## config.mk

```make
export PLATFORM = sky130hd
export DESIGN_NAME = axi_wr_engine
export DESIGN_NICKNAME = d
export VERILOG_FILES = /design/src/logic/axi_mem_cfg_pkg.sv /design/src/logic/axi_chan_pkg.sv /design/src/logic/axi_wr_engine.sv
export SDC_FILE = /design/constraint.sdc
export NUM_CORES = 1
export LEC_CHECK = 0
export BUFFER_PORTS_ARGS = -buffer_cell sky130_fd_sc_hd__buf_4
export CORE_ASPECT_RATIO = 0.6
export CORE_MARGIN = 3
export CORE_UTILIZATION = 35
export CTS_CLUSTER_DIAMETER = 100
export DETAILED_ROUTE_END_ITERATION = 16
export GPL_TIMING_DRIVEN = 0
export PLACE_DENSITY = 0.74
export SLEW_MARGIN = 10
export SYNTH_ARGS = -nofsm -noshare
export SYNTH_HDL_FRONTEND = slang
export SYNTH_SLANG_ARGS = --single-unit
```

## constraint.sdc

```tcl
create_clock -name i_clk -period 4.35 [get_ports i_clk]
set_clock_uncertainty 0.05 [all_clocks]
set_input_delay 0.6525 -clock i_clk [delete_from_list [all_inputs] [get_ports i_clk]]
set_output_delay 0.6525 -clock i_clk [all_outputs]
set_load 0.01 [all_outputs]
```

## src/logic/axi_mem_cfg_pkg.sv

```systemverilog
// memory geometry, axi field widths and the vector types built on them

package axi_mem_cfg_pkg;

   // -------------------------------------------------------------------
   // geometry and field widths
   // -------------------------------------------------------------------
   localparam int DATA_W       = 64;  // data bus width
   localparam int STRB_W       = 8;   // one strobe per byte
   localparam int WORD_ADDR_W  = 9;   // 512 words deep
   localparam int AXI_ADDR_W   = 12;  // byte address
   localparam int ID_W         = 8;   // transaction id
   localparam int LEN_W        = 8;   // axi len field
   localparam int MAX_BEATS    = 16;  // longest burst
   localparam int RD_LATENCY   = 2;   // addr reg + out reg
   localparam int R_FIFO_DEPTH = 4;   // read beat fifo entries
   localparam int BYTE_OFS_W   = 3;   // byte bits under a word

   // -------------------------------------------------------------------
   // vector types
   // -------------------------------------------------------------------
   typedef logic [DATA_W-1:0]      data_t;       // one memory word
   typedef logic [STRB_W-1:0]      strb_t;       // byte enables
   typedef logic [WORD_ADDR_W-1:0] word_addr_t;  // word index
   typedef logic [AXI_ADDR_W-1:0]  axi_addr_t;   // byte address
   typedef logic [ID_W-1:0]        axi_id_t;     // aw/ar id
   typedef logic [LEN_W-1:0]       axi_len_t;    // beats minus one
   typedef logic [1:0]             resp_t;       // b/r response code

   localparam resp_t RESP_OKAY = 2'b00;  // only response ever returned

endpackage
```

## src/logic/axi_chan_pkg.sv

```systemverilog
// packed payload structs for the aw, w, b, ar and r channels

package axi_chan_pkg;

   import axi_mem_cfg_pkg::*;

   // -------------------------------------------------------------------
   // write side
   // -------------------------------------------------------------------

   // write address, 28 bits
   typedef struct packed {
      axi_id_t   id;    // echoed on b
      axi_addr_t addr;  // starting byte address
      axi_len_t  len;   // beats minus one
   } aw_req_t;

   // write data beat, 73 bits
   typedef struct packed {
      data_t data;  // payload
      strb_t strb;  // byte enables
      logic  last;  // final beat of burst
   } w_beat_t;

   // write response, 10 bits
   typedef struct packed {
      axi_id_t id;    // copy of aw id
      resp_t   resp;  // always okay
   } b_rsp_t;

   // -------------------------------------------------------------------
   // read side
   // -------------------------------------------------------------------

   // read address, 28 bits, same layout as aw
   typedef struct packed {
      axi_id_t   id;    // echoed on every r beat
      axi_addr_t addr;  // starting byte address
      axi_len_t  len;   // beats minus one
   } ar_req_t;

   // read data beat, 75 bits
   typedef struct packed {
      data_t   data;  // memory word
      axi_id_t id;    // copy of ar id
      resp_t   resp;  // always okay
      logic    last;  // final beat of burst
   } r_beat_t;

endpackage

```

## src/logic/axi_wr_engine.sv

```systemverilog
// write engine fsm: aw capture, w beats onto the memory port, b response

`timescale 1ns/1ps

module axi_wr_engine
   import axi_mem_cfg_pkg::*;
   import axi_chan_pkg::*;
(
   input  logic       i_clk,
   input  logic       i_reset_n,   // sync, active low
   // aw channel
   input  logic       i_aw_valid,
   input  aw_req_t    i_aw,
   output logic       o_aw_ready,  // high only in WR_IDLE
   // w channel
   input  logic       i_w_valid,
   input  w_beat_t    i_w,
   output logic       o_w_ready,   // high only in WR_DATA
   // b channel
   output logic       o_b_valid,   // high only in WR_RSP
   output b_rsp_t     o_b,
   input  logic       i_b_ready,
   // memory write port
   output logic       o_wr_en,
   output word_addr_t o_wr_addr,
   output data_t      o_wr_data,
   output strb_t      o_wr_strb
);

   typedef enum logic [1:0] {
      WR_IDLE,  // wait for aw
      WR_DATA,  // take w beats until last
      WR_RSP    // hold b until accepted
   } wr_state_e;

   wr_state_e  state;
   wr_state_e  state_nxt;
   logic       aw_hs;    // aw handshake
   logic       w_hs;     // w handshake
   logic       b_hs;     // b handshake
   axi_id_t    b_id;     // captured aw id
   word_addr_t wr_word;  // next word to write

   assign aw_hs = i_aw_valid && o_aw_ready;
   assign w_hs  = i_w_valid && o_w_ready;
   assign b_hs  = o_b_valid && i_b_ready;

   // -------------------------------------------------------------------
   // state machine
   // -------------------------------------------------------------------
   always_comb
   begin
      state_nxt = state;
      case (state)
         WR_IDLE: if (aw_hs) state_nxt = WR_DATA;
         WR_DATA: if (w_hs && i_w.last) state_nxt = WR_RSP;  // burst ends on wlast
         WR_RSP:  if (b_hs) state_nxt = WR_IDLE;
         default: state_nxt = WR_IDLE;
      endcase
   end

   // ready/valid registered from next state so they line up with it
   always_ff @(posedge i_clk)
   begin
      if (!i_reset_n)
      begin
         state      <= WR_IDLE;
         o_aw_ready <= 1'b0;  // all low during reset
         o_w_ready  <= 1'b0;
         o_b_valid  <= 1'b0;
      end
      else
      begin
         state      <= state_nxt;
         o_aw_ready <= (state_nxt == WR_IDLE);
         o_w_ready  <= (state_nxt == WR_DATA);
         o_b_valid  <= (state_nxt == WR_RSP);
      end
   end

   // -------------------------------------------------------------------
   // address capture and memory write port
   // -------------------------------------------------------------------
   always_ff @(posedge i_clk)
   begin
      if (aw_hs)
      begin
         b_id    <= i_aw.id;
         wr_word <= i_aw.addr[BYTE_OFS_W +: WORD_ADDR_W];  // byte addr to word
      end
      else if (w_hs)
         wr_word <= wr_word + 1'b1;  // wraps mod 512
   end

   always_ff @(posedge i_clk)
   begin
      if (!i_reset_n)
         o_wr_en <= 1'b0;
      else
         o_wr_en <= w_hs;  // one write per accepted beat
   end

   always_ff @(posedge i_clk)
   begin
      if (w_hs)
      begin
         o_wr_addr <= wr_word;
         o_wr_data <= i_w.data;
         o_wr_strb <= i_w.strb;
      end
   end

   assign o_b = '{id: b_id, resp: RESP_OKAY};  // stable while in WR_RSP

endmodule

```

After elaboration in Yosys (flattened, before gate mapping)
Index checks and enable logic that the tools add are counted.

storage, ports and cells
  logic and storage cells = 28
  output and inout bits = 95
  register bits = 104

operators by class
  reduce and logical (&&, ||, !) cells = 7
  mux-type cells = 6
  $add $sub $neg = 1
  eq/ne operators = 4

operators with widths
  kind                   count
  $mux W9                2
  $add A9 B1 Y9 const B  1
  $mux W2                3
  $pmux W2 S3            1
  $eq A2 B1 Y1 const B   2
  $eq A2 B2 Y1 const B   2
  $logic_and A1 B1 Y1    4
  $logic_not A2 Y1       2
  $reduce_bool A2 Y1     1

Depth between registers and ports, before layout
  word-level depth = 5
  gate-level depth with buffers = 4

Worst setup path before layout
Ideal clock, no wire load.

  path type = input port to flip-flop
  from = in i_w_valid
  to = reg wr_word[0], enable pin
  data arrival time = 3.011 ns
  required time = 3.983 ns
  library setup time = 0.317 ns
  setup slack = 0.972 ns
  buffers on the path = 0
  stages on the path = 2
  cell sequence = and2_1 or2_2

on the way
  word-level cells in the longest chain between the ends = 2

ends and longest elaborated chain
  item                                 line                 source
  from (decl)                          axi_wr_engine.sv:16  input logic i_w_valid,
  $logic_and A1 B1 Y1                  axi_wr_engine.sv:45  assign w_hs = i_w_valid && o_w_ready;
  $reduce_bool A2 Y1 (no source line)  --
  to (signal assigned)                 axi_wr_engine.sv:89  wr_word <= i_aw.addr[BYTE_OFS_W +: WORD_ADDR_W];
  to (signal assigned)                 axi_wr_engine.sv:92  wr_word <= wr_word + 1'b1;
  to (decl)                            axi_wr_engine.sv:42  word_addr_t wr_word;

No other way between the ends.
A chain may end at the register's enable or synchronous reset.

Worst setup path in the final report
  from = in i_aw_valid
  to = reg wr_word[6], enable pin

on the way
  word-level cells in the longest chain between the ends = 2

ends and longest elaborated chain
  item                                 line                 source
  from (decl)                          axi_wr_engine.sv:12  input logic i_aw_valid,
  $logic_and A1 B1 Y1                  axi_wr_engine.sv:44  assign aw_hs = i_aw_valid && o_aw_ready;
  named net aw_hs                      axi_wr_engine.sv:38  logic aw_hs;
  $reduce_bool A2 Y1 (no source line)  --

The timed path passes the listed nets, and every way through them passes these cells.

==> results.yml <==
placement:
  hpwl_mm: 6.06
  dp.cells: 480
  port_buffers: 187
  finalWeightedCongestion: 0.789
critical_path:
  crit_path_end_kind: "register"
  cp.arrival_ns: 1.87
  critPathMaxFanout: 17
  worstPathRequired_ns: 4.36
  critPathKind: "input pin to register"
  start_kind: "input pin"
cells_and_area:
  syn_to_final_growth_pct: 55.0
  most-common-layout-cells: "189 x buf_4, 98 x edfxtp_1, 10 x nand2_1"
  antenna_cells: 0
  drive_gt1_share_pct: 56.6
  final_nets: 468
  final_cells: 496
  final_common_cell: "buf_4"
  nFillCells: 739
global_route:
  antenna_found_initial: 0
  grt_overflow_total: 0
  grt_pass1_wl_mm: 11.9
  grt_start_max_net_pins: 59
  grt_use_total_pct: 14.5
  grt_pass1_vias: 2289
power:
  leakage_nw: 2.11
  p_per_area_mw_per_mm2: 389
  ir_drop_mv: 0.237
  fin_total_pwr_mw: 2.04
sta:
  setup_tns_ns: 0
  slew_headroom_pct: 66.6
  setup_viol: 0
  rsz0062_at_grt: "no"
  fmax_mhz: 537
  worst_pin_slew_ns: 0.498
  maxSlewViolCount: 0
  fin_crit_sh_pct: 42.8
  hold_viol_final: 0
  fin_crit_ns: 1.86
floorplan:
  core_area_mm2: 0.00929
  die-area_mm2: 0.0109
  die_w_um: 133
  die_h_um: 82.2
  ios: 201
  rows: 27
  start_util_pct: 36.5
synthesis:
  synth_area_per_cell_um2: 21.1
  yosysSeqAreaShare_pct: 90.3
  synth_cell_types: 24
  synth-seq-cells: 104
  synthCells: 161
  synth_edf_count: 98
  yosys_most_used_dff: "edfxtp_1"
  synth_area_mm2: 0.00339
  synthArstFlopShare_pct: 0
  ys_warn_count: 0
clock_network:
  hold_buffers: 0
  cts_root_buf: "clkbuf_16"
  clk_path_buf_depth: 2
  cts_buffers: 9
  clock-sinks: 104
  postCtsSetupBuffers: 0
  cts_tree: "built"
  h-tree-depth: 3
  clock_latency_ns: 0.33
  cts_resized: 0
  clkSlewWorstSetupHoldPaths_ns: 0.07
detailed_routing:
  drt_pass1_iterations: 4
  drt_iter0_drc: 155
  drt-wirelength-per-cell_um: 15.8
  detail-route-antenna-nets: 0
  drc: 0
  vias: 2162
  viasPerCell: 4.36
  drt-total-wl_mm: 7.84
outcome:
  status: "finished, final reports clean"
job:
  max_cap_viol_count: 0
min_path:
  holdCritPathClass: "register to register"
==> critical path, cell delays in order <==
cell      delay, ns
buf_4          0.11
nand2_1        0.11
clkinv_1       0.43
or2_2          0.58
==> through the flow <==
stage          util [%]  worst slack, ns  cell area [um^2]  hold WS (ns)
6_report           56.6             2.49              5260         0.424
5_1_grt            56.6             2.39              5260         0.419
4_1_cts            56.6             2.50              5260         0.428
3_5_place_dp       53.7             2.14              4990         0.409
3_3_place_gp       53.4            0.102              4960         0.403
2_1_floorplan         -            0.972              3390         0.386
==> state kept, by name, indices dropped and copies added, names as in the netlist <==
register,flops
o_w_ready,1
o_wr_en,1
o_b_valid,1
o_aw_ready,1
state,2
b_id,8
o_wr_addr,9
wr_word,9
o_wr_strb,8
o_wr_data,64
==> power by group <==
part           internal (mW)  total [mW]  switching, mW
Clock                  0.387       0.715          0.328
Sequential              1.14        1.16         0.0179
Combinational         0.0983       0.169         0.0707
Total                   1.63        2.04          0.416
==> per-layer routing <==
layer  part of all wire (%)  GRT usage (%)  vias up
met5                      0              0        -
met4                    1.1           4.67        0
met3                     12           8.35        9
met2                     48           23.7      118
met1                     39           16.3     1010
li1                       -              -     1025
==> path summary, 6_finish.rpt <==
path | startpoint | to | slack [ns] | cells after the start
min | wr_word[8] | o_wr_addr[8] | 0.42 | 0
max | i_aw_valid | wr_word[6] | 2.49 | 4
max reg2reg | o_aw_ready | wr_word[6] | 2.61 | 3
min reg2reg | wr_word[8] | o_wr_addr[8] | 0.42 | 0
==> area by class of cell <==
cell class | instances | area (um^2) | share of cell area (%)
well taps | 130 | 163 | 3.09
flip-flops and latches | 104 | 3060 | 58.3
clock inverters | 5 | 32.5 | 0.619
clock buffers | 11 | 233 | 4.43
plain buffers | 3 | 18.8 | 0.357
repair buffers | 188 | 1430 | 27.2
inverters | 1 | 3.75 | 0.0714
multi-input cells | 54 | 312 | 5.93
==> cell families (layout without fill, tap and decap cells) <==
| group | count (synthesis) | in the layout | synth area share [%] |
|---|---|---|---|
| simple gates | 32 | 32 | 4.94 |
| xor+xnor | 3 | 3 | 0.775 |
| compound gates | 16 | 16 | 2.80 |
| flops | 104 | 104 | 90.3 |
| other cells | 1 | 2 | 0.111 |
| fa+ha+maj | 1 | 1 | 0.369 |
| buf+inv | 4 | 208 | 0.664 |
==> synth_stat cells (2+ instances only) <==
cell       n  area share (%)
a21boi_0   2            0.44
a21oi_1    2            0.30
a31oi_1    4            0.74
buf_4      2            0.44
dfxtp_1    6             3.5
edfxtp_1  98              87
nand2_1   10             1.1
nand3_1    3            0.44
nand4_1    2            0.37
nor2_1     6            0.66
nor4bb_1   2            0.59
o21ai_0    7             1.0
or2_2      2            0.37
or3_1      4            0.74
xor2_1     2            0.52
No activity file was read; power rests on OpenSTA's default activity.
