### src/logic/axi_mem_cfg_pkg.sv
// memory geometry, axi field widths and the vector types built on them

package axi_mem_cfg_pkg;

   // -------------------------------------------------------------------
   // geometry and field widths
   // -------------------------------------------------------------------
   localparam int DATA_W       = 64;  // data bus width
   localparam int STRB_W       = 8;   // one strobe per byte
   localparam int WORD_ADDR_W  = 9;   // 512 words deep
   localparam int AXI_ADDR_W   = 12;  // byte address
   localparam int ID_W         = 8;   // transaction id
   localparam int LEN_W        = 8;   // axi len field
   localparam int MAX_BEATS    = 16;  // longest burst
   localparam int RD_LATENCY   = 2;   // addr reg + out reg
   localparam int R_FIFO_DEPTH = 4;   // read beat fifo entries
   localparam int BYTE_OFS_W   = 3;   // byte bits under a word

   // -------------------------------------------------------------------
   // vector types
   // -------------------------------------------------------------------
   typedef logic [DATA_W-1:0]      data_t;       // one memory word
   typedef logic [STRB_W-1:0]      strb_t;       // byte enables
   typedef logic [WORD_ADDR_W-1:0] word_addr_t;  // word index
   typedef logic [AXI_ADDR_W-1:0]  axi_addr_t;   // byte address
   typedef logic [ID_W-1:0]        axi_id_t;     // aw/ar id
   typedef logic [LEN_W-1:0]       axi_len_t;    // beats minus one
   typedef logic [1:0]             resp_t;       // b/r response code

   localparam resp_t RESP_OKAY = 2'b00;  // only response ever returned

endpackage
### src/logic/axi_chan_pkg.sv
// packed payload structs for the aw, w, b, ar and r channels

package axi_chan_pkg;

   import axi_mem_cfg_pkg::*;

   // -------------------------------------------------------------------
   // write side
   // -------------------------------------------------------------------

   // write address, 28 bits
   typedef struct packed {
      axi_id_t   id;    // echoed on b
      axi_addr_t addr;  // starting byte address
      axi_len_t  len;   // beats minus one
   } aw_req_t;

   // write data beat, 73 bits
   typedef struct packed {
      data_t data;  // payload
      strb_t strb;  // byte enables
      logic  last;  // final beat of burst
   } w_beat_t;

   // write response, 10 bits
   typedef struct packed {
      axi_id_t id;    // copy of aw id
      resp_t   resp;  // always okay
   } b_rsp_t;

   // -------------------------------------------------------------------
   // read side
   // -------------------------------------------------------------------

   // read address, 28 bits, same layout as aw
   typedef struct packed {
      axi_id_t   id;    // echoed on every r beat
      axi_addr_t addr;  // starting byte address
      axi_len_t  len;   // beats minus one
   } ar_req_t;

   // read data beat, 75 bits
   typedef struct packed {
      data_t   data;  // memory word
      axi_id_t id;    // copy of ar id
      resp_t   resp;  // always okay
      logic    last;  // final beat of burst
   } r_beat_t;

endpackage

### src/logic/r_beat_fifo.sv
// read beat fifo, circular buffer that drives the r channel

`timescale 1ns/1ps

module r_beat_fifo
   import axi_mem_cfg_pkg::*;
   import axi_chan_pkg::*;
(
   input  logic    i_clk,
   input  logic    i_reset_n,    // sync, active low
   // from read engine
   input  logic    i_push,       // never while full, credit rule
   input  r_beat_t i_push_beat,
   // r channel
   output logic    o_r_valid,    // fifo not empty
   output r_beat_t o_r,          // head entry
   input  logic    i_r_ready,
   // back to read engine
   output logic    o_pop         // credit release
);

   r_beat_t                         buf_q [R_FIFO_DEPTH];  // beat storage
   logic [$clog2(R_FIFO_DEPTH)-1:0] wr_ptr;                // next free slot
   logic [$clog2(R_FIFO_DEPTH)-1:0] rd_ptr;                // head slot
   logic [$clog2(R_FIFO_DEPTH):0]   count;                 // entries held

   assign o_r_valid = (count != '0);
   assign o_r       = buf_q[rd_ptr];
   assign o_pop     = o_r_valid && i_r_ready;  // r handshake

   // -------------------------------------------------------------------
   // pointers and count
   // -------------------------------------------------------------------
   always_ff @(posedge i_clk)
   begin
      if (!i_reset_n)
      begin
         wr_ptr <= '0;
         rd_ptr <= '0;
         count  <= '0;
      end
      else
      begin
         if (i_push)
            wr_ptr <= wr_ptr + 1'b1;  // depth is a power of two
         if (o_pop)
            rd_ptr <= rd_ptr + 1'b1;
         case ({i_push, o_pop})
            2'b10:   count <= count + 1'b1;
            2'b01:   count <= count - 1'b1;
            default: count <= count;  // idle or push with pop
         endcase
      end
   end

   // storage write
   always_ff @(posedge i_clk)
   begin
      if (i_push)
         buf_q[wr_ptr] <= i_push_beat;
   end

endmodule

### config.mk
export PLATFORM = sky130hd
export DESIGN_NAME = r_beat_fifo
export DESIGN_NICKNAME = d
export VERILOG_FILES = /design/src/logic/axi_mem_cfg_pkg.sv /design/src/logic/axi_chan_pkg.sv /design/src/logic/r_beat_fifo.sv
export SDC_FILE = /design/constraint.sdc
export NUM_CORES = 1
export LEC_CHECK = 0
export BUFFER_PORTS_ARGS = -buffer_cell sky130_fd_sc_hd__buf_2
export CAP_MARGIN = 30
export CORE_ASPECT_RATIO = 2
export CORE_MARGIN = 1.5
export CORE_UTILIZATION = 61
export DETAILED_ROUTE_END_ITERATION = 7
export GPL_ROUTABILITY_DRIVEN = 1
export PLACE_DENSITY = 0.94
export SKIP_CTS_REPAIR_TIMING = 1
export SYNTH_ARGS = -nofsm -noshare
export SYNTH_HDL_FRONTEND = slang
export SYNTH_SLANG_ARGS = --single-unit
### constraint.sdc
create_clock -name i_clk -period 5.8 [get_ports i_clk]
set_clock_uncertainty 0.1 [all_clocks]
set_input_delay 0.87 -clock i_clk [delete_from_list [all_inputs] [get_ports i_clk]]
set_output_delay 0.87 -clock i_clk [all_outputs]
set_load 0.005 [all_outputs]
# Word-level counts from Yosys, hierarchy flattened
# Memories as Yosys holds them, arrays and structs flattened. A register that Yosys moved wholly into a read port is not among the register bits.
# Cells that the tools add are included.
word_totals:
  reg_bits: 7
  ramBits: 300
  wordCells: 18
  mem_count: 1
  output_inout_bits: 77
  in_bits: 79
classes:
  addsub: 4
  mux: 5
  eq_ne: 2
  n_reduce_logical: 3
mem_list:
  columns: ["name", "words", "word_bits", "rd", "rd_ports_with_merged_regs", "write_ports", "line_no", "text"]
  rows:
  - ["buf_q", 4, 75, 1, 1, 1, "r_beat_fifo.sv:22", "r_beat_t buf_q [R_FIFO_DEPTH];"]
ops:
  columns: ["op", "count"]
  rows:
  - ["$pmux W3 S2", 1]
  - ["$add A2 B1 Y2 const B", 2]
  - ["$mux W2", 2]
  - ["$add A3 B1 Y3 const B", 1]
  - ["$reduce_bool A3 Y1", 1]
  - ["$sub A3 B1 Y3 const B", 1]
  - ["$eq A2 B1 Y1 const B", 1]
  - ["$eq A2 B2 Y1 const B", 1]
  - ["$mux W1", 2]
  - ["$reduce_bool A2 Y1", 1]
  - ["$logic_and A1 B1 Y1", 1]

# Depth between registers and ports, before layout
# Gate-level depths: netlist of run 1.
depth:
  word_depth: 4
  depth_mapped: 7
  depth_no_buf: 7

# Worst setup path after synthesis of run 1
# OpenSTA, ideal clock, no wires.
synth_timing:
  path_kind: "input -> register"
  startpoint: "input port i_push"
  endpoint: "memory buf_q[0][0] (netlist name), enable pin"
  arrival_ns: 2.622
  setup_ns: 0.441
  stages: 1
  path_slack_ns: 2.637
  cell_sequence: "and2_1"
synth_between:
  elab_chain_cells: 2
synth_rtl:
  columns: ["item", "line_no", "text"]
  rows:
  - ["from (decl)", "r_beat_fifo.sv:12", "input logic i_push,"]
  - ["$mux W1", "r_beat_fifo.sv:59", "if (i_push)"]
  - ["$mux W1 (not written as such)", "r_beat_fifo.sv:60", "buf_q[wr_ptr] <= i_push_beat;"]
  - ["to (decl)", "r_beat_fifo.sv:22", null]
# Every way passes these cells.

==> results_dict.tcl, run 1 <==
set metrics [dict create \
    grt_max_degree 49 \
    placed_cell_count 799 \
    dominant_combinational_cell_family_by_area_after_synthesis "multiplexers" \
    post-route-drc-count 0 \
    via_count_of_the_first_global_routing_pass 5468 \
    achievable-frequency_mhz 286 \
    timing.reg2reg.setup_slack_ns 3.63 \
    cts_htree_levels 1 \
    worst_pin_slew_ns 0.635 \
    total_power_consumption_of_the_routed_design_mw 5.18 \
    synth_cells 437 \
    synthesis_warnings 0 \
    setup_violations 0 \
    floorplan.core_area_um2 18200 \
    p_per_area_nw_per_um2 392 \
    synth.top_cells.by_area "edfxtp_1 80%, mux4_2 15%, dfxtp_1 1.6%, buf_6 0.60%, ha_1 0.55%" \
    finalNetCount 695 \
    final_cells 845 \
    globalRouteOverflowTotal 0 \
    fin_setup_tns_ns 0 \
    slew_headroom_pct 57.7 \
    drt.antenna.violating_nets 0 \
    ff_latch_area_um2 9200 \
    floorplan.die_area_um2 19400 \
    final_core_util_pct 72.4 \
    post_synth_instance_area_um2 11300 \
    area_of_combinational_cells_with_multiple_inputs_um2 1960 \
    cts_tree "done" \
    pleak_nw 4.43 \
    rsz_0062_raised_after_global_routing "no" \
    port_buffers 155 \
    drv_slew 0 \
    share_of_the_synthesized_netlist_area_taken_by_xor_and_xnor_gates_pct 0.388 \
    vias_per_cell 5.92 \
    post_layout_instance_area_um2 13200 \
    clkTransAtPathRegs_ns 0.07 \
    synth.ff_latch_count 309 \
    synth_fp_nets 522 \
    synth_top_area_share_pct 79.9 \
    grt_pass1_wl_um 30700 \
    cts_sink_count 309 \
    yosys_cell_types 21 \
    synth_top_cell_by_area "edfxtp_1" \
    num_vias 5000 \
    post_synth.cell_area_avg_um2 25.8 \
    synth-seq-area-share_pct 81.5 \
    post_drt_wl_per_cell_um 23.5 \
    floorplan.die.height_um 195 \
    r2r_start "count[0]" \
    status "completed" \
    dpl.hpwl_um 12200 \
    firstDrtPassIters 4 \
    detail_route.wirelength_um 19900 \
    timing.reg2reg.worst_path_depth 7 \
    gp_congestion 0.686 \
    ctsRootBufferMaster "clkbuf_16" \
    layout-area-overhead-vs-synth_pct 17.0 \
    num-fill-cells 1042 \
    clk_latency_ns 0.50 \
    cap_violations 0 \
    critPathMaxFanout 33 \
    setup.worst_path.end "o_r[35]" \
    synth_simple_gate_area_share_pct 0.754 \
    cp.arrival_ns 2.52 \
    number_of_buffers_added_by_the_clock_tree_synthesis_step 25 \
    critPathLaunchType "flop" \
    area_share_of_fa_ha_maj_cells_after_synthesis_pct 0.732 \
    floorplan.die.width_um 99.1 \
    muxShareOfSynthArea_pct 15.1 \
    floorplan.initialDensity_pct 61.9 \
    rows 70 \
    layout_worst_path_cycle_share_pct 60.2 \
    worst_path_required_time_ns 4.83 \
    antenna_found_initial 1 \
    final_layout_size_suffix_gt1_share_pct 44.7 \
    worst_vdd_rail_ir_drop_mv 0.296 \
    globalRouteTotalUtil_pct 21.3 \
    complex_gate_fraction_of_the_synthesized_area_pct 0.311 \
    worst_setup_ep_type "output port" \
    clock_tree_buf_depth 3 \
    final.min_clock_period_ns 3.49 \
    finalHoldViolations 0 \
    setup.worst_path.class "reg2out" \
    worst_hold_class "in2reg" \
    r2r-end "count[2]" \
    drtIter0Drc 290 \
    placedInstanceArea_um2 12400 \
    top_level_ports 156 \
]
-- per-stage QoR --
| step | worst slack (ns) | hold slack (ns) |
|---|---|---|
| floorplan | 2.64 | 0.384 |
| global placement | 2.82 | 0.398 |
| detailed placement | 2.78 | 0.469 |
| CTS | 2.23 | 0.452 |
| global route | 2.15 | 0.457 |
| finish | 2.31 | 0.469 |
-- power breakdown --
part           switching [mW]  internal [mW]  total (mW)
Sequential             0.0741           2.57        2.65
Combinational           0.384          0.462       0.846
Clock                   0.714          0.972        1.69
-- layout make-up --
cell class	count	area share (%)
Clock inverter	15	1.35
Multi-Input combinational cell	106	14.8
Clock buffer	30	4.88
Timing Repair Buffer	162	7.03
Sequential cell	309	69.7
Inverter	6	0.171
Antenna cell	1	0.0190
Tap cell	216	2.05
-- state kept, by name, indices dropped and copies added (netlist names), named ones only --
signal and count:
buf_q 300, count 3, rd_ptr 2, wr_ptr 2
-- metal layers --
metal	routed length [um]	global-route usage (%)	vias to the layer above
li1	-	-	2214
met1	7390	27.1	2582
met2	10900	37.5	164
met3	890	2.93	40
met4	680	8.50	0
met5	0	0	-
-- critical path, stage by stage (launching register included) --
cell and delay, ns:
dfxtp_4 0.58, buf_4 0.59, mux4_2 0.64, buf_2 0.16
-- layout by cell type, fill, tap and decap left out, types with 3 or more instances in the layout --
master | netlist | final
and2_1 | 8 | 4
and2_4 | 0 | 4
buf_16 | 0 | 5
buf_2 | 6 | 155
bufinv_16 | 0 | 4
clkbuf_1 | 2 | 5
clkbuf_16 | 0 | 25
clkinv_2 | 0 | 7
dfxtp_1 | 9 | 7
edfxtp_1 | 300 | 300
ha_1 | 5 | 5
inv_1 | 6 | 6
mux4_2 | 75 | 75
nor2b_1 | 3 | 3
xnor2_1 | 3 | 3
-- cells by family (layout without fill, tap and decap cells) --
kind of cell	Yosys count	count (layout)
multiplexers	76	76
buffers and inverters	22	213
flip-flops	309	309
other	0	1
adder cells (fa/ha/maj)	6	6
AO/OA/AOI/OAI	5	5
AND/OR/NAND/NOR	14	14
XOR/XNOR	5	5
-- worst min path at each step --
stage,start,endpoint,slack [ns],depth (start not counted)
global route,i_push_beat[16],buf_q[0][16],0.46,1
detailed placement,rd_ptr[0],rd_ptr[0],0.47,2
floorplan,count[2],count[2],0.38,2
global placement,count[2],count[2],0.40,2
CTS,i_push_beat[16],buf_q[0][16],0.45,1
finish,i_push_beat[45],buf_q[0][45],0.47,1
-- synth_stat cells --
| library cell | number |
|---|---|
| a21boi_0 | 1 |
| and2_1 | 8 |
| buf_2 | 6 |
| buf_4 | 2 |
| buf_6 | 6 |
| clkbuf_1 | 2 |
| dfxtp_1 | 9 |
| edfxtp_1 | 300 |
| fa_1 | 1 |
| ha_1 | 5 |
| inv_1 | 6 |
| mux2i_1 | 1 |
| mux4_2 | 75 |
| nand2_1 | 1 |
| nor2b_1 | 3 |
| o21ai_0 | 2 |
| o311ai_1 | 1 |
| o31a_1 | 1 |
| or3_1 | 2 |
| xnor2_1 | 3 |
| xor2_1 | 2 |
(Power assumes the default switching activity.)
==> run 2, diff against run 1 <==
--- a/config.mk
+++ b/config.mk
@@ -9,10 +9,10 @@
 export CAP_MARGIN = 30
 export CORE_ASPECT_RATIO = 2
 export CORE_MARGIN = 1.5
-export CORE_UTILIZATION = 61
+export CORE_UTILIZATION = 51
 export DETAILED_ROUTE_END_ITERATION = 7
 export GPL_ROUTABILITY_DRIVEN = 1
-export PLACE_DENSITY = 0.94
+export PLACE_DENSITY = 0.85
 export SKIP_CTS_REPAIR_TIMING = 1
 export SYNTH_ARGS = -nofsm -noshare
 export SYNTH_HDL_FRONTEND = slang
==> constraint.sdc (replaced) <==
create_clock -name i_clk -period 3.2 [get_ports i_clk]
set_clock_uncertainty 0.1 [all_clocks]
set_input_delay 0.48 -clock i_clk [delete_from_list [all_inputs] [get_ports i_clk]]
set_output_delay 0.48 -clock i_clk [all_outputs]
set_load 0.005 [all_outputs]
==> results_dict.tcl, run 2 (synthesis gave the netlist of run 1 again) <==
set metrics [dict create \
    clock_tree_buf_depth 3 \
    grt_pass1_wl_um 32300 \
    setup.worst_path.class "reg2out" \
    worst_vdd_rail_ir_drop_mv 0.565 \
    firstDrtPassIters 4 \
    rows 76 \
    placed_cell_count 858 \
    critical_path_s_slowest_cell "dfxtp_4" \
    placedInstanceArea_um2 12400 \
    final_layout_size_suffix_gt1_share_pct 45.7 \
    drv_slew 0 \
    post_drt_wl_per_cell_um 23.6 \
    cap_violations 0 \
    most-common-layout-cells "300 x edfxtp_1, 155 x buf_2, 75 x mux4_2, 27 x clkbuf_16, 7 x dfxtp_1" \
    area_of_combinational_cells_with_multiple_inputs_um2 1960 \
    worst_setup_ep_type "output port" \
    critical-path-max-stage-delay_ns 0.76 \
    globalRouteTotalUtil_pct 19.2 \
    globalRouteOverflowTotal 0 \
    status "completed" \
    final.min_clock_period_ns 2.74 \
    number_of_buffers_added_by_the_clock_tree_synthesis_step 27 \
    cts_tree "done" \
    critical_path_cell_list "buf_4 > mux4_2 > buf_2" \
    grt_max_degree 52 \
    largest_register_ffs 300 \
    num-fill-cells 1424 \
    worst_hold_class "in2reg" \
    clk_latency_ns 0.52 \
    largest_registers "buf_q x300, count x3" \
    num_vias 5139 \
    achievable-frequency_mhz 365 \
    cp.arrival_ns 2.16 \
    vias_per_cell 5.64 \
    port_buffers 155 \
    regMostFlops "buf_q" \
    finalNetCount 699 \
    detail_route.wirelength_um 21500 \
    antenna_found_initial 7 \
    layout-area-overhead-vs-synth_pct 19.1 \
    worst_path_required_time_ns 2.62 \
    layout_worst_path_cycle_share_pct 85.5 \
    floorplan.die_area_um2 23100 \
    floorplan.core_area_um2 21600 \
    post_layout_instance_area_um2 13400 \
    post-route-drc-count 0 \
    critPathLaunchType "flop" \
    critPathMaxFanout 42 \
    most_frequent_standard_cell_in_the_layout_excluding_fill_and_tap_cells "edfxtp_1" \
    gp_congestion 0.757 \
    ctsRootBufferMaster "clkbuf_16" \
    floorplan.die.height_um 213 \
    setup_violations 0 \
    drtIter0Drc 388 \
    p_per_area_nw_per_um2 733 \
    worst_pin_slew_ns 0.806 \
    final_cells 911 \
    drt.antenna.violating_nets 0 \
    floorplan.die.width_um 108 \
    ff_latch_area_um2 9200 \
    via_count_of_the_first_global_routing_pass 5646 \
    cts_sink_count 309 \
    fin_setup_tns_ns 0 \
    top_level_ports 156 \
    pleak_nw 4.50 \
    rsz_0062_raised_after_global_routing "no" \
    slew_headroom_pct 46.3 \
    clkTransAtPathRegs_ns 0.06 \
    cts_htree_levels 1 \
    dpl.hpwl_um 13600 \
    final_core_util_pct 62.2 \
    finalHoldViolations 0 \
    floorplan.initialDensity_pct 52.2 \
]
run 2: worst paths after layout:
check	start	end	slack (ns)	cells after the start
hold reg to reg	count[2]	count[2]	0.49	2
setup reg to reg	count[0]	count[2]	1.03	7
setup / recovery	flop	o_r[23]	0.46	3
hold / removal	i_push_beat[9]	buf_q[1][9]	0.07	1
run 2: layout make-up:
cell class | instances | share of cell area (%)
Multi-Input combinational cell | 106 | 14.6
Tap cell | 273 | 2.54
Sequential cell | 309 | 68.5
Clock inverter | 15 | 1.71
Timing Repair Buffer | 164 | 6.84
Inverter | 6 | 0.168
Antenna cell | 4 | 0.0746
Clock buffer | 34 | 5.60
run 2: critical path: cells and delay by family (launching register included):
kind / cells / cell delay [ns]
buffers and inverters: 2 / 0.51
flip-flops: 1 / 0.76
multiplexers: 1 / 0.35
run 2: metrics by stage:
step | power (mW) | setup slack (ns) | hold WS [ns]
4_1_cts | 9.95 | 0.413 | 0.0417
2_1_floorplan | 5.86 | 0.366 | 0.384
3_3_place_gp | 6.42 | 0.978 | 0.424
6_report | 9.84 | 0.463 | 0.0677
3_5_place_dp | 6.49 | 0.893 | 0.467
5_1_grt | 10.2 | 0.351 | 0.0424
run 2: per-layer routing:
layer	track usage [%]	wire, um
met1	21.4	7570
met2	35.6	12200
met3	3.14	995
met4	8.53	647
met5	0	44
run 2: where the power goes:
part	total (mW)	switching, mW	leakage, nW	internal (mW)
logic	1.60	0.738	1.19	0.858
clock network	3.48	1.39	0.477	2.09
registers	4.77	0.104	2.83	4.67
total	9.84	2.23	4.50	7.61
