===== src/logic/axi_mem_cfg_pkg.sv =====
// memory geometry, axi field widths and the vector types built on them

package axi_mem_cfg_pkg;

   // -------------------------------------------------------------------
   // geometry and field widths
   // -------------------------------------------------------------------
   localparam int DATA_W       = 64;  // data bus width
   localparam int STRB_W       = 8;   // one strobe per byte
   localparam int WORD_ADDR_W  = 9;   // 512 words deep
   localparam int AXI_ADDR_W   = 12;  // byte address
   localparam int ID_W         = 8;   // transaction id
   localparam int LEN_W        = 8;   // axi len field
   localparam int MAX_BEATS    = 16;  // longest burst
   localparam int RD_LATENCY   = 2;   // addr reg + out reg
   localparam int R_FIFO_DEPTH = 4;   // read beat fifo entries
   localparam int BYTE_OFS_W   = 3;   // byte bits under a word

   // -------------------------------------------------------------------
   // vector types
   // -------------------------------------------------------------------
   typedef logic [DATA_W-1:0]      data_t;       // one memory word
   typedef logic [STRB_W-1:0]      strb_t;       // byte enables
   typedef logic [WORD_ADDR_W-1:0] word_addr_t;  // word index
   typedef logic [AXI_ADDR_W-1:0]  axi_addr_t;   // byte address
   typedef logic [ID_W-1:0]        axi_id_t;     // aw/ar id
   typedef logic [LEN_W-1:0]       axi_len_t;    // beats minus one
   typedef logic [1:0]             resp_t;       // b/r response code

   localparam resp_t RESP_OKAY = 2'b00;  // only response ever returned

endpackage

===== src/logic/axi_chan_pkg.sv =====
// packed payload structs for the aw, w, b, ar and r channels

package axi_chan_pkg;

   import axi_mem_cfg_pkg::*;

   // -------------------------------------------------------------------
   // write side
   // -------------------------------------------------------------------

   // write address, 28 bits
   typedef struct packed {
      axi_id_t   id;    // echoed on b
      axi_addr_t addr;  // starting byte address
      axi_len_t  len;   // beats minus one
   } aw_req_t;

   // write data beat, 73 bits
   typedef struct packed {
      data_t data;  // payload
      strb_t strb;  // byte enables
      logic  last;  // final beat of burst
   } w_beat_t;

   // write response, 10 bits
   typedef struct packed {
      axi_id_t id;    // copy of aw id
      resp_t   resp;  // always okay
   } b_rsp_t;

   // -------------------------------------------------------------------
   // read side
   // -------------------------------------------------------------------

   // read address, 28 bits, same layout as aw
   typedef struct packed {
      axi_id_t   id;    // echoed on every r beat
      axi_addr_t addr;  // starting byte address
      axi_len_t  len;   // beats minus one
   } ar_req_t;

   // read data beat, 75 bits
   typedef struct packed {
      data_t   data;  // memory word
      axi_id_t id;    // copy of ar id
      resp_t   resp;  // always okay
      logic    last;  // final beat of burst
   } r_beat_t;

endpackage


===== src/logic/axi_rd_engine.sv =====
// read engine fsm: ar capture, credit-limited memory reads, tag pipeline

`timescale 1ns/1ps

module axi_rd_engine
   import axi_mem_cfg_pkg::*;
   import axi_chan_pkg::*;
(
   input  logic       i_clk,
   input  logic       i_reset_n,    // sync, active low
   // ar channel
   input  logic       i_ar_valid,
   input  ar_req_t    i_ar,
   output logic       o_ar_ready,   // high only in RD_IDLE
   // memory read port
   output logic       o_rd_en,
   output word_addr_t o_rd_addr,
   input  data_t      i_rd_data,
   // beat fifo side
   input  logic       i_pop,        // one r handshake
   output logic       o_push,       // memory data is valid
   output r_beat_t    o_push_beat
);

   typedef enum logic {
      RD_IDLE,   // wait for ar
      RD_ISSUE   // one read per cycle while credit lasts
   } rd_state_e;

   rd_state_e                     state;
   rd_state_e                     state_nxt;
   logic                          ar_hs;      // ar handshake
   logic                          issue;      // memory read this cycle
   logic                          issue_last; // issuing beat number len
   axi_id_t                       rd_id;      // captured ar id
   word_addr_t                    rd_word;    // next word to read
   logic [$clog2(MAX_BEATS)-1:0]  beat_cnt;   // beats issued so far
   logic [$clog2(MAX_BEATS)-1:0]  last_beat;  // len, max 15
   logic [$clog2(R_FIFO_DEPTH):0] credit;     // in pipe plus in fifo
   logic [RD_LATENCY-1:0]         tag_vld;    // beat in each stage
   logic [RD_LATENCY-1:0]         tag_last;   // rlast per stage
   axi_id_t                       tag_id [RD_LATENCY];

   assign ar_hs      = i_ar_valid && o_ar_ready;
   assign issue      = (state == RD_ISSUE) && (credit < R_FIFO_DEPTH);
   assign issue_last = issue && (beat_cnt == last_beat);

   // -------------------------------------------------------------------
   // state machine
   // -------------------------------------------------------------------
   always_comb
   begin
      state_nxt = state;
      case (state)
         RD_IDLE:  if (ar_hs) state_nxt = RD_ISSUE;
         RD_ISSUE: if (issue_last) state_nxt = RD_IDLE;  // earlier beats may still fly
         default:  state_nxt = RD_IDLE;
      endcase
   end

   always_ff @(posedge i_clk)
   begin
      if (!i_reset_n)
      begin
         state      <= RD_IDLE;
         o_ar_ready <= 1'b0;  // low during reset
         tag_vld    <= '0;
         credit     <= '0;
      end
      else
      begin
         state      <= state_nxt;
         o_ar_ready <= (state_nxt == RD_IDLE);
         tag_vld    <= {tag_vld[RD_LATENCY-2:0], issue};
         case ({issue, i_pop})
            2'b10:   credit <= credit + 1'b1;  // beat issued
            2'b01:   credit <= credit - 1'b1;  // beat left on r
            default: credit <= credit;         // none or both
         endcase
      end
   end

   // -------------------------------------------------------------------
   // burst counters, word address, tags
   // -------------------------------------------------------------------
   always_ff @(posedge i_clk)
   begin
      if (ar_hs)
      begin
         rd_id     <= i_ar.id;
         rd_word   <= i_ar.addr[BYTE_OFS_W +: WORD_ADDR_W];
         last_beat <= i_ar.len[$clog2(MAX_BEATS)-1:0];
         beat_cnt  <= '0;
      end
      else if (issue)
      begin
         rd_word  <= rd_word + 1'b1;  // wraps mod 512
         beat_cnt <= beat_cnt + 1'b1;
      end
   end

   always_ff @(posedge i_clk)
   begin
      tag_id[0]   <= rd_id;
      tag_last[0] <= issue_last;
      for (int s = 1; s < RD_LATENCY; s++)
      begin
         tag_id[s]   <= tag_id[s-1];    // follows the memory pipe
         tag_last[s] <= tag_last[s-1];
      end
   end

   assign o_rd_en   = issue;
   assign o_rd_addr = rd_word;

   // tags meet data at the end of the pipe
   assign o_push      = tag_vld[RD_LATENCY-1];
   assign o_push_beat = '{data: i_rd_data,
                          id:   tag_id[RD_LATENCY-1],
                          resp: RESP_OKAY,
                          last: tag_last[RD_LATENCY-1]};

endmodule


===== config.mk =====
export PLATFORM = sky130hd
export DESIGN_NAME = axi_rd_engine
export DESIGN_NICKNAME = d
export VERILOG_FILES = /design/src/logic/axi_mem_cfg_pkg.sv /design/src/logic/axi_chan_pkg.sv /design/src/logic/axi_rd_engine.sv
export SDC_FILE = /design/constraint.sdc
export NUM_CORES = 1
export LEC_CHECK = 0
export BUFFER_PORTS_ARGS = -buffer_cell sky130_fd_sc_hd__buf_4
export CORE_MARGIN = 1.5
export CORE_UTILIZATION = 40
export CTS_BUF_LIST = sky130_fd_sc_hd__clkbuf_8
export CTS_CLUSTER_DIAMETER = 200
export CTS_CLUSTER_SIZE = 10
export DETAILED_ROUTE_END_ITERATION = 10
export PLACE_DENSITY = 0.82
export SETUP_SLACK_MARGIN = 0.5
export SLEW_MARGIN = 20
export SYNTH_ARGS = -nofsm -noshare
export SYNTH_HDL_FRONTEND = slang
export SYNTH_SLANG_ARGS = --single-unit

===== constraint.sdc =====
create_clock -name i_clk -period 2.7 [get_ports i_clk]
set_clock_uncertainty 0.2 [all_clocks]
set_input_delay 0.405 -clock i_clk [delete_from_list [all_inputs] [get_ports i_clk]]
set_output_delay 0.405 -clock i_clk [all_outputs]
set_load 0.05 [all_outputs]

### Yosys cells after proc, flatten, opt, wreduce, memory -nomap -nowiden

Memories as Yosys holds them, arrays and structs flattened.
Cells that the tools add are included.

| word-level totals | value |
|---|---|
| register bits | 34 |
| RAM bits | 16 |
| word-level logic and storage cells | 31 |
| memories kept | 1 |

Memory list:

| name | words | bits a word | rd ports | clocked after memory_dff | write ports | RTL line | text |
|---|---|---|---|---|---|---|---|
| tag_id | 2 | 8 | 2 | 0 | 2 | axi_rd_engine.sv:42 | `axi_id_t tag_id [RD_LATENCY];` |

| operators by class | value |
|---|---|
| add/subtract/negate cells | 4 |
| $lt $le $gt $ge | 1 |
| eq/ne operators | 3 |
| mux-type cells | 6 |
| bitwise logic cells | 2 |
| reductions and logical operators | 5 |

Operators with widths:

| cell | number |
|---|---|
| 9-bit 2-to-1 mux | 2 |
| 9-bit by 1-bit adder with 9-bit output (second input constant) | 1 |
| 3-bit case mux with 2 select lines | 1 |
| 4-bit by 1-bit adder with 4-bit output (second input constant) | 1 |
| 4-bit == test | 1 |
| 2-bit nonzero test | 2 |
| 3-bit by 1-bit adder with 3-bit output (second input constant) | 1 |
| 1-bit logical AND | 3 |
| 3-bit less-than comparator (second input constant) | 1 |
| 3-bit by 1-bit subtractor with 3-bit output (second input constant) | 1 |
| 2-bit by 1-bit == test with 1-bit output (second input constant) | 1 |
| 2-bit == test (second input constant) | 1 |
| 1-bit 2-to-1 mux | 2 |
| 1-bit inverter | 2 |
| 1-bit case mux with 2 select lines | 1 |

### Logic depth before layout (Yosys ltp)

Gate-level depths: netlist (run 1).

| logic depth | value |
|---|---|
| word-level depth | 6 |
| mapped depth | 8 |
| depth with buffers taken out | 7 |

### Worst setup path after synthesis (run 1)

Ideal clock, no wire load.

| timing | value |
|---|---|
| kind | register to register |
| from | register o_ar_ready |
| to | register rd_word[4] (netlist: o_rd_addr[4]) (data pin) |
| library setup time | 0.288 ns |
| data arrival time | 1.635 ns |
| required time | 2.212 ns |
| slack | 0.577 ns |
| cell stages (with the launch flop) | 5 |
| clock period less this slack | 2.123 ns |
| cells stage by stage | dfxtp_1 -> nand2_1 -> inv_1 -> clkbuf_1 -> o21ai_0 |

| on the way | value |
|---|---|
| word-level cells in the longest chain between the ends | 2 |

Ends and longest elaborated chain:

| item | RTL line | text |
|---|---|---|
| start, declared | axi_rd_engine.sv:14 | `output logic o_ar_ready,` |
| start signal, assigned | axi_rd_engine.sv:73 | `o_ar_ready <= (state_nxt == RD_IDLE);` |
| 1-bit logical AND | axi_rd_engine.sv:44 | `assign ar_hs = i_ar_valid && o_ar_ready;` |
| named net ar_hs | axi_rd_engine.sv:32 | `logic ar_hs;` |
| 9-bit 2-to-1 mux | axi_rd_engine.sv:88 | `if (ar_hs)` |
| end signal, assigned | axi_rd_engine.sv:91 | `rd_word <= i_ar.addr[BYTE_OFS_W +: WORD_ADDR_W];` |
| end signal, assigned | axi_rd_engine.sv:97 | `rd_word <= rd_word + 1'b1;` |
| end, declared | axi_rd_engine.sv:36 | `word_addr_t rd_word;` |

The timed path passes the listed nets, and every way through them passes these cells.
A chain may end at the register's enable or synchronous reset.

### Worst setup path after layout (run 1)

| timing | value |
|---|---|
| from | register credit[2] |
| to | register credit[2] |

| on the way | value |
|---|---|
| word-level cells in the longest chain between the ends | 4 |
| elaborated cells on any way between the ends | 8 |
| those cells by class | 2 x add/sub; 1 x order compare; 2 x eq/ne; 1 x mux; 2 x reduce/logical |

Ends and longest elaborated chain:

| item | RTL line | text |
|---|---|---|
| start, declared | axi_rd_engine.sv:39 | `logic [$clog2(R_FIFO_DEPTH):0] credit;` |
| start signal, assigned | axi_rd_engine.sv:76 | `2'b10: credit <= credit + 1'b1;` |
| start signal, assigned | axi_rd_engine.sv:77 | `2'b01: credit <= credit - 1'b1;` |
| start signal, assigned | axi_rd_engine.sv:78 | `default: credit <= credit;` |
| 3-bit less-than comparator | axi_rd_engine.sv:45 | `assign issue = (state == RD_ISSUE) && (credit < R_FIFO_DEPTH);` |
| 1-bit logical AND | axi_rd_engine.sv:45 |  |
| 2-bit by 1-bit == test with 1-bit output / 2-bit == test (equally long branches) | axi_rd_engine.sv:75 | `case ({issue, i_pop})` |
| 3-bit case mux with 2 select lines / 2-bit nonzero test (equally long branches) | -- |  |

Parallel ways exist; a longest one is shown, timed or not.

==> results of run 1 <==
power by group through the flow:
stage	clock network (mW)	logic, mW	registers, mW
2_1_floorplan	0	0.433	0.996
3_3_place_gp	0	0.322	0.937
3_5_place_dp	0	0.330	0.941
4_1_cts	0.521	0.332	0.924
5_1_grt	0.546	0.359	0.934
6_report	0.507	0.332	0.924
layout make-up:
type / instances / area, sq um
clock buffer: 5 / 68.8
sequential: 50 / 1210
clock inverter: 3 / 42.5
fill: 510 / 3240
timing repair buffer: 46 / 345
multi-input combinational: 78 / 479
inverter: 7 / 26.3
tap: 72 / 90.1
sequential cells by signal, indices dropped and copies added, names as in the netlist, 2 cells and up:
register	cells
tag_id	16
o_rd_addr	9
rd_id	8
beat_cnt	4
last_beat	4
credit	3
tag_last	2
tag_vld	2
per-layer routing:
layer  vias to the layer above  GRT usage [%]  share of wire, %
li1                        576              -                 -
met1                       553           11.6                30
met3                        14           11.3                18
met2                       107           21.9                49
met4                         2           6.96               2.4
met5                         -           5.45               1.0
path summary, 6_finish.rpt:
| kind | slack, ns | startpoint | endpoint | depth (start not counted) |
|---|---|---|---|---|
| max | 0.65 | credit[2] | credit[2] | 7 |
| min | 0.08 | i_ar[0] | last_beat[0] | 1 |
| max reg2reg | 0.65 | credit[2] | credit[2] | 7 |
| min reg2reg | 0.13 | tag_id[0][7] | tag_id[0][15] | 0 |
cells in the final DEF, fill, tap and decap left out, drive strengths merged:
cell type   n
xor2        6
o21ai       9
nand4       1
nand3       6
a21oi       5
o32ai       1
a31oi       4
clkbuf      5
nor2       10
clkinv      1
edfxtp     21
nand3b      1
dfxtp      29
and2        1
nor3        1
nand2b      2
or3         6
buf        46
xnor2       5
bufinv      1
o311a       1
inv         8
fa          1
ha          3
conb        2
nand2      13
cells by family after synthesis:
group           synth area share (%)
buf+inv                         26.4
flops                           53.1
simple gates                    8.61
compound gates                  4.99
xor+xnor                        4.22
fa+ha+maj                       2.52
other cells                    0.164
per-stage QoR:
stage / setup WS, ns / instances / power (mW) / utilization, %
after floorplan: 0.577 / 213 / 1.43 / -
after global placement: 0.572 / 253 / 1.26 / 38.9
after detailed placement: 0.510 / 253 / 1.27 / 38.9
after CTS: 0.596 / 261 / 1.78 / 41.0
after global routing: 0.522 / 261 / 1.84 / 41.1
final: 0.647 / 261 / 1.76 / 41.1
worst max-delay path: stages, from the launching register on:
cell      delay, ns
dfxtp_1        0.37
nand2b_4       0.18
ha_1           0.19
inv_1          0.06
fa_1           0.38
xor2_1         0.18
or3_1          0.30
a21oi_1        0.13
==> impl_metrics.csv, run 1 <==
group,metric,value,unit
finish,synthToLayoutAreaGrowth,-0.768,%
yosys,synth_area_leaders,"edfxtp_1 28%, dfxtp_1 25%, buf_4 25%",
yosys,synth-seq-area-share,53.1,%
setup_path,cp.arrival,2.09,ns
sta,rsz0062_at_grt,"false",
finish,drive_above_1_share,29.1,%
power_and_ir_drop,p_sw_share,28.0,%
cts,cts_resized,1,
sta,worst_pin_slew,0.714,ns
sta,relSlewSlack,52.4,%
global_routing,grt_use_total,13.7,%
sta,finalCritPeriodShare,76.0,%
drt,routed_via_density,4.80,
yosys,synth_commonest_cells,"75 x buf_4, 29 x dfxtp_1, 21 x edfxtp_1, 13 x nand2_1, 10 x nor2_1",
yosys,synth_area_per_cell,10.8,sq um
power_and_ir_drop,power_density,779,mW/mm^2
global_routing,grt_overflow,0,
sta,max_freq,0.487,GHz
power_and_ir_drop,switching_power,0.493,mW
power_and_ir_drop,pwr-share-clk,28.7,%
setup_path,cp_max_fo,8,
cts,cts_hold_buf,0,
die,rows,27,
die,chipWidth,78.5,um
yosys,synthFlopType,"dfxtp_1",
sta,hold_violations,0,
sta,fin_hold_ws,0.0767,ns
cts,clock-sinks,50,
die,die_area,0.00616,sq mm
global_routing,grt_max_degree,24,
cts,clk_latency,0.30,ns
drt,firstDrtPassIters,4,
yosys,synth.distinct_cells,26,
drt,routed-via-count,1252,
global_routing,grt_pass1_wl,6.17,mm
sta,final_max_slew_viol_count,0,
power_and_ir_drop,comb_power_share,18.8,%
finish,final_area,0.00226,sq mm
sta,fin_crit,2.05,ns
global_routing,antenna_found_initial,0,
setup_path,worstPathRequired,2.73,ns
yosys,synth_top_area_share,27.6,%
power_and_ir_drop,leakage,0.927,nW
yosys,syn-instance-count,212,
global_routing,grt_pass1_vias,1188,
cts,cts_tree,"done",
yosys,post-synth-top-count-cell,"buf_4",
placed_design,place_hpwl,3.45,mm
yosys,synth-edff-count,21,
die,die_y,78.5,um
drt,drc,0,
cts,clk_pin_slew,0.08,ns
drt,wire_per_inst,16.5,um
setup_path,startpoint_type,"flip-flop",
finish,num_antenna_cells,0,
yosys,ys_ff_latch,50,
die,start_util,41.4,%
power_and_ir_drop,ir_worst_vdd,0.455,mV
flow_run,maxCapViolations,0,
cts,cts-buffers-inserted,5,
yosys,async_flop_share,0,%
die,core-area,0.00551,sq mm
power_and_ir_drop,intPower,1.27,mW
finish,num-nets-final,288,
yosys,yosys.area.top_type,"edfxtp_1",
power_and_ir_drop,seqPwrFrac,52.4,%
drt,drtIter0Drc,25,
placed_design,gp_congestion,0.792,
cts,post_cts_buffers,0,
cts,cts_root_buffer,"clkbuf_8",
drt,drtAntennaViolNets,0,
die,io_pins,183,
sta,setup_viol,0,
yosys,ys_warn_count,0,
placed_design,placed_area,0.00214,sq mm
worst_hold_path,hold_path_class,"in2reg",
cts,h-tree-depth,2,
sta,fin_tns_setup,0,ns
yosys,synth_area,0.00228,sq mm
outcome,status,"finished, final reports clean",
placed_design,port_buffers,45,
setup_path,crit_type,"reg2reg",
cts,clockBufferDepth,2,
setup_path,endpoint_kind,"flip-flop",
drt,wirelength,4.30,mm
(Power assumes the default switching activity.)
==> run 2: changes to the inputs <==
Clock period 2.7 ns to 2 ns, I/O delays scaled along.
==> run 2 against run 1 <==
Against the previous run: sequential share of layout area is 6.1 points lower; largest power group unchanged; die area stayed put; utilization is 5.5 points higher; first-iteration DRC count is 120% higher; register-to-register slack worse by 0.50 ns; highest routed layer is now met4.
==> impl_metrics.csv, run 2 (synthesis results as in run 1) <==
group,metric,value,unit
power_and_ir_drop,power_density,938,mW/mm^2
finish,fin_cells,289,
power_and_ir_drop,ir_worst_vdd,0.598,mV
setup_path,crit_type,"reg2reg",
setup_path,path_cells,"nand2b_4 -> ha_4 -> inv_2 -> fa_2 -> xor2_1 -> or3_1 -> a21oi_2",
finish,multiInputGateArea,523,sq um
sta,final_max_slew_viol_count,0,
die,die_y,78.5,um
setup_path,crit_family,"adder cells",
cts,clockBufferDepth,2,
drt,routed-via-count,1343,
drt,drc,0,
power_and_ir_drop,pwr-share-clk,23.9,%
global_routing,grt_use_total,15.7,%
power_and_ir_drop,intPower,1.68,mW
die,io_pins,183,
placed_design,placed_area,0.00219,sq mm
sta,max_freq,0.538,GHz
setup_path,path_buf_inv,1,
finish,synthToLayoutAreaGrowth,12.6,%
cts,h-tree-depth,2,
power_and_ir_drop,p_sw_share,30.1,%
sta,rsz0062_at_grt,"true",
placed_design,gp_congestion,0.810,
cts,cts-buffers-inserted,5,
finish,fill_cells,470,
global_routing,grt_pass1_wl,7.06,mm
placed_design,port_buffers,45,
global_routing,grt_overflow,0,
sta,setup_ws,0.142,ns
global_routing,antenna_found_initial,0,
die,rows,27,
power_and_ir_drop,leakage,1.05,nW
finish,postLayoutCoreUtil,46.6,%
finish,largest_reg_flops,16,
sta,fin_crit,1.86,ns
setup_path,cp_slowest_cell,"fa_2",
setup_path,cp_max_fo,2,
setup_path,worstPathRequired,2.04,ns
global_routing,grt_max_degree,17,
finish,largest_register,"tag_id",
cts,clk_latency,0.30,ns
cts,clk_pin_slew,0.08,ns
finish,regArea,0.00122,sq mm
drt,drtAntennaViolNets,0,
finish,drive_above_1_share,38.2,%
placed_design,post-place-ws,0.104,ns
sta,finalCritPeriodShare,92.9,%
sta,setup_viol,0,
drt,firstDrtPassIters,4,
placed_design,place_hpwl,3.63,mm
power_and_ir_drop,finalPower,2.41,mW
die,start_util,41.4,%
cts,clock-sinks,50,
finish,num_antenna_cells,0,
finish,mostFrequentLayoutCells,"54 x buf_4, 26 x dfxtp_1, 21 x edfxtp_1, 12 x nand2_1, 12 x dlygate4sd3_1",
setup_path,cp.arrival,1.90,ns
finish,final_common_cell,"buf_4",
cts,cts_root_buffer,"clkbuf_8",
drt,drtIter0Drc,54,
sta,fin_hold_ws,0.0268,ns
power_and_ir_drop,seqPwrFrac,51.8,%
finish,num-nets-final,316,
setup_path,cpPeakStageDelay,0.35,ns
worst_hold_path,hold_path_class,"in2reg",
sta,fin_tns_setup,0,ns
die,core-area,0.00551,sq mm
setup_path,startpoint_type,"flip-flop",
flow_run,maxCapViolations,0,
die,chipWidth,78.5,um
finish,final_area,0.00257,sq mm
drt,routed_via_density,4.65,
cts,cts_tree,"done",
drt,wirelength,5.04,mm
global_routing,grt_pass1_vias,1354,
die,die_area,0.00616,sq mm
power_and_ir_drop,comb_power_share,24.2,%
sta,hold_violations,0,
drt,wire_per_inst,17.4,um
placed_design,numPlacedInstances,254,
setup_path,endpoint_kind,"flip-flop",
power_and_ir_drop,switching_power,0.726,mW
outcome,status,"finished, final reports clean",
==> run 2: changes by cell type in the layout (fill, tap and decap cells not counted), moves of 2 or more <==
cell,delta
buf_4,+8
buf_6,+7
dfxtp_1,-3
ha_1,-2
inv_1,-3
o21ai_1,+2
dfxtp_2,+2
o21ai_0,-2
nand3_1,-2
ha_4,+2
nand3_2,+2
dlygate4sd3_1,+12
==> run 2: area by class of cell <==
class / count / share of cell area [%]
multi-input combinational: 78 / 20.4
tap: 72 / 3.51
timing repair buffer: 74 / 24.1
sequential: 50 / 47.4
inverter: 7 / 1.12
clock inverter: 3 / 0.828
clock buffer: 5 / 2.68
==> run 2: per-layer routing <==
layer	up-vias	track usage, %	part of all wire [%]
met2	94	27.5	52
met5	-	0	0
met1	596	12.6	29
met4	0	8.04	3.1
met3	22	11.6	16
li1	631	-	-
==> run 2: final timing paths <==
check	from	end	slack, ns	cells past startpoint
hold / removal	i_reset_n	tag_vld[0]	0.03	3
setup / recovery	credit[2]	credit[2]	0.14	7
setup reg to reg	credit[2]	credit[2]	0.14	7
hold reg to reg	tag_id[0][3]	tag_id[0][11]	0.13	0
==> run 2: power groups by stage <==
stage | sequential, mW | clock (mW) | combinational, mW
floorplan | 1.35 | 0 | 0.602
global placement | 1.27 | 0 | 0.454
detailed placement | 1.27 | 0 | 0.466
CTS | 1.25 | 0.595 | 0.537
global route | 1.26 | 0.628 | 0.632
finish | 1.25 | 0.577 | 0.584
==> run 2: repair_timing <==
item,CTS,global route
buffers inserted,8,7
hold buffers,12,0
gates resized for setup,9,7
cloned,0,0
setup endpoints to repair,11,14
pin swaps,3,5
hold endpoints to repair,12,0
==> run 2: worst min-delay path, stage by stage <==
cell	delay, ns
buf_4	0.10
nand2_1	0.06
inv_1	0.05
